--- src/rtl/forwarding_unit_pkg.sv ---
package forwarding_unit_pkg;

  // ~~~~~~~~~~~~~~~~~~~~
  // sizes
  // ~~~~~~~~~~~~~~~~~~~~
  localparam int unsigned xlen   = 32;
  localparam int unsigned reg_aw = 5;
  localparam int unsigned mem_aw = 4;

  // ~~~~~~~~~~~~~~~~~~~~
  // encodings
  // ~~~~~~~~~~~~~~~~~~~~
  typedef enum logic [2:0] {
    OpNop,
    OpLi,
    OpAdd,
    OpXor,
    OpStore,
    OpCsrrw
  } opcode_t;

  // where the consumer needs its operands.
  typedef enum logic [1:0] {
    NoType,
    Type1,    // rs1/rs2 in EX.
    Type2,    // rs1/rs2 in ID.
    Type1_3   // rs1 in EX, rs2 in MEM.
  } forwarding_type_t;

  typedef enum logic [1:0] {
    NoForwarding,
    ForwardFromEx,
    ForwardFromMem,
    ForwardFromWb
  } forwarding_t;

  // ~~~~~~~~~~~~~~~~~~~~
  // bundles
  // ~~~~~~~~~~~~~~~~~~~~
  typedef struct packed {
    opcode_t           op;
    logic [reg_aw-1:0] rd;
    logic [reg_aw-1:0] rs1;
    logic [reg_aw-1:0] rs2;
    logic [xlen-1:0]   imm;
  } issue_t;

  typedef struct packed {
    issue_t            ins;
    logic              valid;
    forwarding_type_t  ftype;
    logic              reg_we;
    logic              zicsr;
    logic [xlen-1:0]   rs1_val;
    logic [xlen-1:0]   rs2_val;
    logic [xlen-1:0]   result;   // store address while a store is in flight.
  } stage_t;

  typedef struct packed {
    logic              reg_we;
    logic [reg_aw-1:0] rd;
    forwarding_t       target_forwarding;
  } forwarding_src_bundle_t;

  typedef struct packed {
    logic [reg_aw-1:0] rs;
    forwarding_t       forward_rs;
  } forwarding_dst_bundle_t;

endpackage

--- src/rtl/apb_state_port.sv ---
`timescale 1ns/1ps

module apb_state_port
  import forwarding_unit_pkg::*;
(
  input  logic              clk,
  input  logic              rst_n,
  input  logic              psel,
  input  logic              penable,
  input  logic              pwrite,
  input  logic [7:0]        paddr,
  output logic [xlen-1:0]   prdata,
  output logic              pready,
  output logic              pslverr,
  output logic [reg_aw-1:0] rf_rd_idx,
  input  logic [xlen-1:0]   rf_rd_data,
  output logic [mem_aw-1:0] mem_rd_idx,
  input  logic [xlen-1:0]   mem_rd_data,
  input  logic [xlen-1:0]   csr_value
);

  logic            sel_rf, sel_mem, sel_csr;
  logic            err, err_q;
  logic [xlen-1:0] rd_data;

  // 0x00-0x1f regs, 0x20-0x2f memory, 0x30 csr.
  assign sel_rf  = paddr[7:5] == 3'b000;
  assign sel_mem = paddr[7:4] == 4'h2;
  assign sel_csr = paddr == 8'h30;
  assign err     = pwrite || !(sel_rf || sel_mem || sel_csr);

  assign rf_rd_idx  = paddr[reg_aw-1:0];
  assign mem_rd_idx = paddr[mem_aw-1:0];

  always_comb begin
    rd_data = '0;
    if (sel_rf) begin
      rd_data = rf_rd_data;
    end else if (sel_mem) begin
      rd_data = mem_rd_data;
    end else if (sel_csr) begin
      rd_data = csr_value;
    end
  end

  // error is latched in setup, reported in access.
  always_ff @(posedge clk) begin
    if (!rst_n) begin
      err_q <= 1'b0;
    end else if (psel && !penable) begin
      err_q <= err;
    end
  end

  assign pready  = 1'b1;   // no wait states.
  assign pslverr = psel && penable && err_q;
  assign prdata  = (psel && penable && !err_q) ? rd_data : '0;

endmodule

--- src/rtl/forwarding_unit.sv ---
`timescale 1ns/1ps

module forwarding_unit
  import forwarding_unit_pkg::*;
(
  input  forwarding_type_t  forwarding_type_id,
  input  forwarding_type_t  forwarding_type_ex,
  input  forwarding_type_t  forwarding_type_mem,
  input  logic              reg_we_mem,
  input  logic              reg_we_wb,
  input  logic              zicsr_ex,
  input  logic [reg_aw-1:0] rd_ex,
  input  logic [reg_aw-1:0] rd_mem,
  input  logic [reg_aw-1:0] rd_wb,
  input  logic [reg_aw-1:0] rs1_id,
  input  logic [reg_aw-1:0] rs2_id,
  input  logic [reg_aw-1:0] rs1_ex,
  input  logic [reg_aw-1:0] rs2_ex,
  input  logic [reg_aw-1:0] rs2_mem,
  output forwarding_t       forward_rs1_id,
  output forwarding_t       forward_rs2_id,
  output forwarding_t       forward_rs1_ex,
  output forwarding_t       forward_rs2_ex,
  output forwarding_t       forward_rs2_mem
);

  // allowed producers per consumer, {ex, mem, wb}.
  logic [2:0] allow_rs1_id;
  logic [2:0] allow_rs2_id;
  logic [2:0] allow_ex;
  logic [2:0] allow_mem;

  forwarding_src_bundle_t ex_src;
  forwarding_src_bundle_t mem_src;
  forwarding_src_bundle_t wb_src;

  // only a csr result exists while still in EX.
  assign ex_src  = '{reg_we: zicsr_ex, rd: rd_ex, target_forwarding: ForwardFromEx};
  assign mem_src = '{reg_we: reg_we_mem, rd: rd_mem, target_forwarding: ForwardFromMem};
  assign wb_src  = '{reg_we: reg_we_wb, rd: rd_wb, target_forwarding: ForwardFromWb};

  // first hit wins, so callers go youngest to oldest.
  function automatic forwarding_dst_bundle_t try_src(input forwarding_dst_bundle_t dst,
                                                     input forwarding_src_bundle_t src,
                                                     input logic allow);
    forwarding_dst_bundle_t res;
    res = dst;
    if (allow && res.forward_rs == NoForwarding && src.reg_we &&
        res.rs != '0 && src.rd == res.rs) begin
      res.forward_rs = src.target_forwarding;
    end
    return res;
  endfunction

  function automatic forwarding_t pick(input logic [reg_aw-1:0] rs,
                                       input logic [2:0] allow,
                                       input forwarding_src_bundle_t ex_b,
                                       input forwarding_src_bundle_t mem_b,
                                       input forwarding_src_bundle_t wb_b);
    forwarding_dst_bundle_t dst;
    dst = '{rs: rs, forward_rs: NoForwarding};
    dst = try_src(dst, ex_b, allow[2]);
    dst = try_src(dst, mem_b, allow[1]);
    dst = try_src(dst, wb_b, allow[0]);
    return dst.forward_rs;
  endfunction

  // ~~~~~~~~~~~~~~~~~~~~
  // consumer windows
  // ~~~~~~~~~~~~~~~~~~~~
  always_comb begin
    allow_rs1_id = 3'b000;
    allow_rs2_id = 3'b000;
    unique case (forwarding_type_id)
      Type2: begin
        allow_rs1_id = 3'b111;
        allow_rs2_id = 3'b011;
      end
      Type1, Type1_3: begin
        // mem producers are caught again in EX.
        allow_rs1_id = 3'b001;
        allow_rs2_id = 3'b001;
      end
      default: ;
    endcase
  end

  always_comb begin
    allow_ex = 3'b000;
    unique case (forwarding_type_ex)
      Type1, Type1_3: allow_ex = 3'b011;
      default: ;
    endcase
  end

  always_comb begin
    allow_mem = 3'b000;
    if (forwarding_type_mem == Type1_3) begin
      allow_mem = 3'b001;   // store data only.
    end
  end

  assign forward_rs1_id  = pick(rs1_id, allow_rs1_id, ex_src, mem_src, wb_src);
  assign forward_rs2_id  = pick(rs2_id, allow_rs2_id, ex_src, mem_src, wb_src);
  assign forward_rs1_ex  = pick(rs1_ex, allow_ex, ex_src, mem_src, wb_src);
  assign forward_rs2_ex  = pick(rs2_ex, allow_ex, ex_src, mem_src, wb_src);
  assign forward_rs2_mem = pick(rs2_mem, allow_mem, ex_src, mem_src, wb_src);

endmodule

--- src/rtl/fwd_top.sv ---
`timescale 1ns/1ps

module fwd_top
  import forwarding_unit_pkg::*;
(
  input  logic            clk,
  input  logic            rst_n,
  input  logic            issue_valid,
  input  issue_t          issue,
  output logic            issue_ready,
  input  logic            psel,
  input  logic            penable,
  input  logic            pwrite,
  input  logic [7:0]      paddr,
  output logic [xlen-1:0] prdata,
  output logic            pready,
  output logic            pslverr
);

  forwarding_type_t  forwarding_type_id, forwarding_type_ex, forwarding_type_mem;
  logic              reg_we_mem, reg_we_wb, zicsr_ex;
  logic [reg_aw-1:0] rd_ex, rd_mem, rd_wb;
  logic [reg_aw-1:0] rs1_id, rs2_id, rs1_ex, rs2_ex, rs2_mem;
  forwarding_t       forward_rs1_id, forward_rs2_id;
  forwarding_t       forward_rs1_ex, forward_rs2_ex, forward_rs2_mem;

  // state read ports to the APB side.
  logic [reg_aw-1:0] rf_rd_idx;
  logic [mem_aw-1:0] mem_rd_idx;
  logic [xlen-1:0]   rf_rd_data, mem_rd_data, csr_value;

  pipe_core u_core (.*);

  forwarding_unit u_fwd (.*);

  apb_state_port u_apb (.*);

endmodule

--- src/rtl/pipe_core.sv ---
`timescale 1ns/1ps

module pipe_core
  import forwarding_unit_pkg::*;
(
  input  logic              clk,
  input  logic              rst_n,
  input  logic              issue_valid,
  input  issue_t            issue,
  output logic              issue_ready,
  output forwarding_type_t  forwarding_type_id,
  output forwarding_type_t  forwarding_type_ex,
  output forwarding_type_t  forwarding_type_mem,
  output logic              reg_we_mem,
  output logic              reg_we_wb,
  output logic              zicsr_ex,
  output logic [reg_aw-1:0] rd_ex,
  output logic [reg_aw-1:0] rd_mem,
  output logic [reg_aw-1:0] rd_wb,
  output logic [reg_aw-1:0] rs1_id,
  output logic [reg_aw-1:0] rs2_id,
  output logic [reg_aw-1:0] rs1_ex,
  output logic [reg_aw-1:0] rs2_ex,
  output logic [reg_aw-1:0] rs2_mem,
  input  forwarding_t       forward_rs1_id,
  input  forwarding_t       forward_rs2_id,
  input  forwarding_t       forward_rs1_ex,
  input  forwarding_t       forward_rs2_ex,
  input  forwarding_t       forward_rs2_mem,
  input  logic [reg_aw-1:0] rf_rd_idx,
  output logic [xlen-1:0]   rf_rd_data,
  input  logic [mem_aw-1:0] mem_rd_idx,
  output logic [xlen-1:0]   mem_rd_data,
  output logic [xlen-1:0]   csr_value
);

  stage_t id_q, ex_q, mem_q, wb_q;
  stage_t id_to_ex, ex_to_mem, mem_to_wb;

  logic [xlen-1:0] rf [2**reg_aw];
  logic [xlen-1:0] scratch [2**mem_aw];
  logic [xlen-1:0] csr_q;

  logic            stall;
  logic [xlen-1:0] id_rs1_val, id_rs2_val, csr_old;
  logic [xlen-1:0] ex_a, ex_b, ex_result, st_data;

  function automatic stage_t decode(input issue_t ins);
    stage_t s;
    s       = '0;
    s.ins   = ins;
    s.valid = 1'b1;
    unique case (ins.op)
      OpLi: s.reg_we = 1'b1;
      OpAdd, OpXor: begin
        s.ftype  = Type1;
        s.reg_we = 1'b1;
      end
      OpStore: s.ftype = Type1_3;
      OpCsrrw: begin
        s.ftype  = Type2;
        s.reg_we = 1'b1;
        s.zicsr  = 1'b1;
      end
      default: ;
    endcase
    return s;
  endfunction

  function automatic logic [xlen-1:0] bypass(input forwarding_t sel,
                                             input logic [xlen-1:0] base,
                                             input logic [xlen-1:0] from_ex,
                                             input logic [xlen-1:0] from_mem,
                                             input logic [xlen-1:0] from_wb);
    logic [xlen-1:0] v;
    unique case (sel)
      ForwardFromEx:  v = from_ex;
      ForwardFromMem: v = from_mem;
      ForwardFromWb:  v = from_wb;
      default:        v = base;
    endcase
    return v;
  endfunction

  // ~~~~~~~~~~~~~~~~~~~~
  // ID
  // ~~~~~~~~~~~~~~~~~~~~
  // csr consumer behind a non-csr writer in EX.
  assign stall = id_q.valid && id_q.ftype == Type2 && ex_q.valid && ex_q.reg_we &&
                 !ex_q.zicsr && id_q.ins.rs1 != '0 && id_q.ins.rs1 == ex_q.ins.rd;
  assign issue_ready = !stall;

  assign id_rs1_val = bypass(forward_rs1_id, rf[id_q.ins.rs1],
                             ex_q.result, mem_q.result, wb_q.result);
  assign id_rs2_val = bypass(forward_rs2_id, rf[id_q.ins.rs2],
                             ex_q.result, mem_q.result, wb_q.result);
  assign csr_old = (ex_q.valid && ex_q.zicsr) ? ex_q.rs1_val : csr_q;  // pending swap.

  always_comb begin
    id_to_ex         = id_q;
    id_to_ex.rs1_val = id_rs1_val;
    id_to_ex.rs2_val = id_rs2_val;
    id_to_ex.result  = id_q.zicsr ? csr_old : '0;
    if (stall) begin
      id_to_ex = '0;   // bubble.
    end
  end

  // ~~~~~~~~~~~~~~~~~~~~
  // EX and MEM
  // ~~~~~~~~~~~~~~~~~~~~
  always_comb begin
    ex_a = bypass(forward_rs1_ex, ex_q.rs1_val, ex_q.result, mem_q.result, wb_q.result);
    ex_b = bypass(forward_rs2_ex, ex_q.rs2_val, ex_q.result, mem_q.result, wb_q.result);
    unique case (ex_q.ins.op)
      OpLi:    ex_result = ex_q.ins.imm;
      OpAdd:   ex_result = ex_a + ex_b;
      OpXor:   ex_result = ex_a ^ ex_b;
      OpStore: ex_result = ex_a + ex_q.ins.imm;
      OpCsrrw: ex_result = ex_q.result;
      default: ex_result = '0;
    endcase
    ex_to_mem         = ex_q;
    ex_to_mem.rs1_val = ex_a;
    ex_to_mem.rs2_val = ex_b;
    ex_to_mem.result  = ex_result;
  end

  always_comb begin
    st_data           = bypass(forward_rs2_mem, mem_q.rs2_val,
                               ex_q.result, mem_q.result, wb_q.result);
    mem_to_wb         = mem_q;
    mem_to_wb.rs2_val = st_data;
  end

  always_ff @(posedge clk) begin
    if (!rst_n) begin
      id_q  <= '0;
      ex_q  <= '0;
      mem_q <= '0;
      wb_q  <= '0;
      csr_q <= '0;
      for (int i = 0; i < 2**reg_aw; i++) begin
        rf[i] <= '0;
      end
      for (int i = 0; i < 2**mem_aw; i++) begin
        scratch[i] <= '0;
      end
    end else begin
      if (!stall) begin
        id_q <= issue_valid ? decode(issue) : '0;
      end
      ex_q  <= id_to_ex;
      mem_q <= ex_to_mem;
      wb_q  <= mem_to_wb;
      if (ex_q.valid && ex_q.zicsr) begin
        csr_q <= ex_q.rs1_val;
      end
      if (mem_q.valid && mem_q.ins.op == OpStore) begin
        scratch[mem_q.result[mem_aw-1:0]] <= st_data;   // address wraps mod 16.
      end
      if (wb_q.valid && wb_q.reg_we && wb_q.ins.rd != '0) begin
        rf[wb_q.ins.rd] <= wb_q.result;
      end
    end
  end

  // ~~~~~~~~~~~~~~~~~~~~
  // forwarding unit taps
  // ~~~~~~~~~~~~~~~~~~~~
  assign forwarding_type_id  = id_q.ftype;
  assign forwarding_type_ex  = ex_q.ftype;
  assign forwarding_type_mem = mem_q.ftype;
  assign reg_we_mem = mem_q.valid && mem_q.reg_we;
  assign reg_we_wb  = wb_q.valid && wb_q.reg_we;
  assign zicsr_ex   = ex_q.valid && ex_q.zicsr;
  assign rd_ex   = ex_q.ins.rd;
  assign rd_mem  = mem_q.ins.rd;
  assign rd_wb   = wb_q.ins.rd;
  assign rs1_id  = id_q.ins.rs1;
  assign rs2_id  = id_q.ins.rs2;
  assign rs1_ex  = ex_q.ins.rs1;
  assign rs2_ex  = ex_q.ins.rs2;
  assign rs2_mem = mem_q.ins.rs2;

  assign rf_rd_data  = rf[rf_rd_idx];
  assign mem_rd_data = scratch[mem_rd_idx];
  assign csr_value   = csr_q;

endmodule

--- config.mk ---
export PLATFORM = sky130hd
export DESIGN_NAME = fwd_top
export DESIGN_NICKNAME = d
export VERILOG_FILES = /design/src/rtl/forwarding_unit_pkg.sv /design/src/rtl/apb_state_port.sv /design/src/rtl/forwarding_unit.sv /design/src/rtl/fwd_top.sv /design/src/rtl/pipe_core.sv
export SDC_FILE = /design/constraint.sdc
export NUM_CORES = 2
export LEC_CHECK = 0
export BUFFER_PORTS_ARGS = -buffer_cell sky130_fd_sc_hd__clkbuf_2
export CAP_MARGIN = 20
export CELL_PAD_IN_SITES_DETAIL_PLACEMENT = 1
export CELL_PAD_IN_SITES_GLOBAL_PLACEMENT = 1
export CORE_ASPECT_RATIO = 1.2
export CORE_MARGIN = 8
export CORE_UTILIZATION = 40
export DETAILED_ROUTE_END_ITERATION = 8
export PLACE_DENSITY = 0.66
export SETUP_SLACK_MARGIN = 0.3
export SYNTH_ARGS = -nofsm -noshare
export SYNTH_HDL_FRONTEND = slang
export SYNTH_SLANG_ARGS = --single-unit
--- constraint.sdc ---
create_clock -name clk -period 14.1 [get_ports clk]
set_clock_uncertainty 0.15 [all_clocks]
set_input_delay 2.82 -clock clk [delete_from_list [all_inputs] [get_ports clk]]
set_output_delay 2.82 -clock clk [all_outputs]
set_load 0.01 [all_outputs]
==> metrics.txt <==
status finished clean; router iterations before antenna repair 8; die span in x about 480 µm; CTS Buffer Depth 4; mapped cell area between 0.1 and 0.15 mm²; final net count 7,429; Root Driver clkbuf_16; final cell count without fillers approximately 11,000; Cells after DPL about 11,000; Hold-fix buffers, CTS 0; register bit count reported by yosys 1,905; Die ar. between 0.2 and 0.3 mm²; WL final 390 mm; crit start category input port; sequential area share after synthesis 0.525; commonest non-fill, non-tap cell in the layout edfxtp_1; Req. time, crit path about 11 ns; Static Leak 39.1 nW; Routed WL per cell approximately 36 µm; Sw Pwr approximately 3.4 mW; dominant synthesized flop cell edfxtp_1; CP Capture Type output port; RSZ-0062 raised after global routing no; Tightest Pin Transition between 1 and 1.5 ns; setup_tns 0 ns; Internal Power roughly 10 mW; clock network power share 0.416; Reg power frac 0.478; fraction of layout cells with a size suffix above 1 0.243; CTS tree yes; fin util 0.446; cell count after synthesis between 7,000 and 8,000; switch share 0.251; Critical Path AT between 7 and 8 ns; first-pass GRT wire length around 550 mm; Worst-Skew Late Latency approximately 0.88 ns; final-report setup violation count 0; worst hold path class flip-flop to flip-flop; syn avg cell area approximately 14 µm²; worst setup margin approximately 3.7 ns; total congestion overflow 0; GPL Wtd Cong 0.925; placed cell area about 0.11 mm²; f_max about 96 MHz; # DRC 0; core box area between 0.2 and 0.3 mm²; GRT Overall Usage 0.278; Hold Crit Start u_core.forwarding_type_ex[1]$_SDFF_PP0_; DRT iter0 DRCs between 7,000 and 8,000; vias in the first global route 72,800; Final Hold Fails 0; cts repair resizes 0; Max-cap violations 0; total number of vias around 70,000; Antenna Violating Nets Remaining 0; PD cells about 120 mW/mm²; critical path class input port to output port; Via density 6.40; crit path time final 10.40 ns; Cell Rows between 200 and 250; Hold Path Sink u_core.forwarding_type_mem[1]$_SDFF_PN0_; max-slew violation count 0; Comb power frac 0.105; clock slew at reported path FFs ~0.06 ns; Die Ht approximately 570 µm; commonest cells after routing, fill and taps aside edfxtp_1 (1,536), and2_1 (1,076), mux4_2 (928); CTS buffer count about 210; I/O Buffers 97; fin crit share 0.737; number of flops mapped to enable cells by yosys about 1,500; Final Cell Area about 0.11 mm²; starting density of the core 0.401; largest net degree at the start of global routing 84; Setup Fix Bufs, Post-CTS 0; ys async rst share 0; total power 13.4 mW; Ys Warns 0; Area Overhead vs Synth 11.2%; Final HPWL DP ~230 mm; VDD IR max roughly 0.11 mV; pre-CTS WS roughly 3.9 ns; initial antenna violation count 26; R2R depth 18; Sink Count about 1,900; Hold Path Depth 1; Crit Path Max Fanout about 60; final hold slack a little under 0.3 ns; reg-to-reg endpoint u_core.mem_q[15]$_SDFF_PN0_; synth unique cells 74; normalized max-slew margin 0.129; I/O pin total ~100; H-Tree Depth 4; R2R Setup Slk around 7.0 ns; RR Startpoint u_core.rd_wb[4]$_SDFF_PN0_
## routing by layer
metal | global-route usage | up-vias | wire length (µm)
li1 | - | 28100 | -
met4 | 0.145 | 14 | 24100
met2 | 0.483 | 3655 | 193000
met5 | 0 | - | 103
met3 | 0.0510 | 1183 | 32000
met1 | 0.332 | 36800 | 140000
## cell usage after synthesis (12+ instances only)
cell type | count | share of area
o21ai_1 | 49 | 0.0024
nor2_1 | 837 | 0.031
dfxtp_1 | 369 | 0.073
mux4_2 | 928 | 0.21
edfxtp_1 | 1536 | 0.45
xor2_1 | 40 | 0.0034
nor3_1 | 94 | 0.0046
and3_1 | 64 | 0.0039
mux2i_1 | 446 | 0.044
nor2b_1 | 18 | 0.0011
nand2_1 | 173 | 0.0064
and2_1 | 1076 | 0.066
a21oi_1 | 267 | 0.013
a211oi_1 | 93 | 0.0069
clkbuf_1 | 517 | 0.019
inv_1 | 22 | 0.00081
nand3_1 | 69 | 0.0034
o221ai_1 | 31 | 0.0027
buf_4 | 26 | 0.0019
nand4_1 | 12 | 0.00074
mux2_2 | 90 | 0.0099
o21ai_0 | 142 | 0.0070
a221oi_1 | 65 | 0.0056
xnor2_1 | 63 | 0.0054
buf_1 | 53 | 0.0020
o22ai_1 | 63 | 0.0039
buf_2 | 160 | 0.0079
clkbuf_2 | 24 | 0.0012
nand2b_1 | 12 | 0.00074
a31oi_1 | 12 | 0.00074
a22oi_1 | 45 | 0.0033
ha_1 | 31 | 0.0038
## critical path, cell delays in order
cell	delay [ns]
buf_8	0.43
buf_4	0.77
buf_4	0.90
mux4_2	0.42
mux2i_1	0.18
o22ai_1	0.26
nor3_1	0.96
nor3_1	0.35
clkbuf_2	0.23
## final cells by class
| cell class | instances | area [µm²] |
|---|---|---|
| fillers | 25400 | 141000 |
| flip-flops and latches | 1905 | 53500 |
| multi-input cells | 4834 | 45900 |
| clock buffers | 278 | 5810 |
| well taps | 3382 | 4230 |
| repair buffers | 358 | 2630 |
| clock inverters | 100 | 940 |
| inverters | 26 | 105 |
| diodes | 21 | 52.6 |
## how the worst max path moves through the flow
stage	from	to	slack, ns	cells past startpoint
final	paddr[1]	prdata[11]	3.70	9
after global routing	paddr[1]	prdata[11]	3.68	9
after CTS	paddr[1]	prdata[11]	3.85	9
after detailed placement	paddr[1]	prdata[11]	3.86	9
after global placement	paddr[1]	prdata[11]	3.92	9
after floorplan	paddr[0]	prdata[30]	6.26	8
## logic make-up (layout without fill, tap and decap cells)
family                     Yosys count  in the layout  synth area share
AOI/OAI and AO/OA                  806            806            0.0487
xor gates and xnor gates           103            103           0.00885
adders and majority gates           32             32           0.00400
buffers and inverters              806            762            0.0329
DFF                               1905           1905             0.525
muxes                             1466           1466             0.259
other                                2             54         0.0000737
and+or+nand+nor                   2394           2394             0.121
## power by group through the flow
| stage | logic (mW) | registers, mW | clock network (mW) |
|---|---|---|---|
| after floorplan | 0.904 | 6.44 | 0 |
| after global placement | 1.37 | 6.48 | 0 |
| after detailed placement | 1.39 | 6.50 | 0 |
| after CTS | 1.39 | 6.38 | 5.63 |
| after global routing | 1.46 | 6.40 | 5.81 |
| final | 1.41 | 6.39 | 5.56 |
## registers in the layout, summed over array words and instances (netlist names), 5 cells and up, named ones only
signal            flops
u_core.rf          1024
u_core.rs2_mem        5
u_core.ex_q         134
u_core.rd_wb          5
u_core.wb_q          34
u_core.rs2_ex         5
u_core.csr_value     32
u_core.rs1_id         5
u_core.mem_q         69
u_core.scratch      512
u_core.rs2_id         5
u_core.rd_ex          5
u_core.id_q          43
u_core.rs1_ex         5
u_core.rd_mem         5
(Power assumes the default switching activity.)
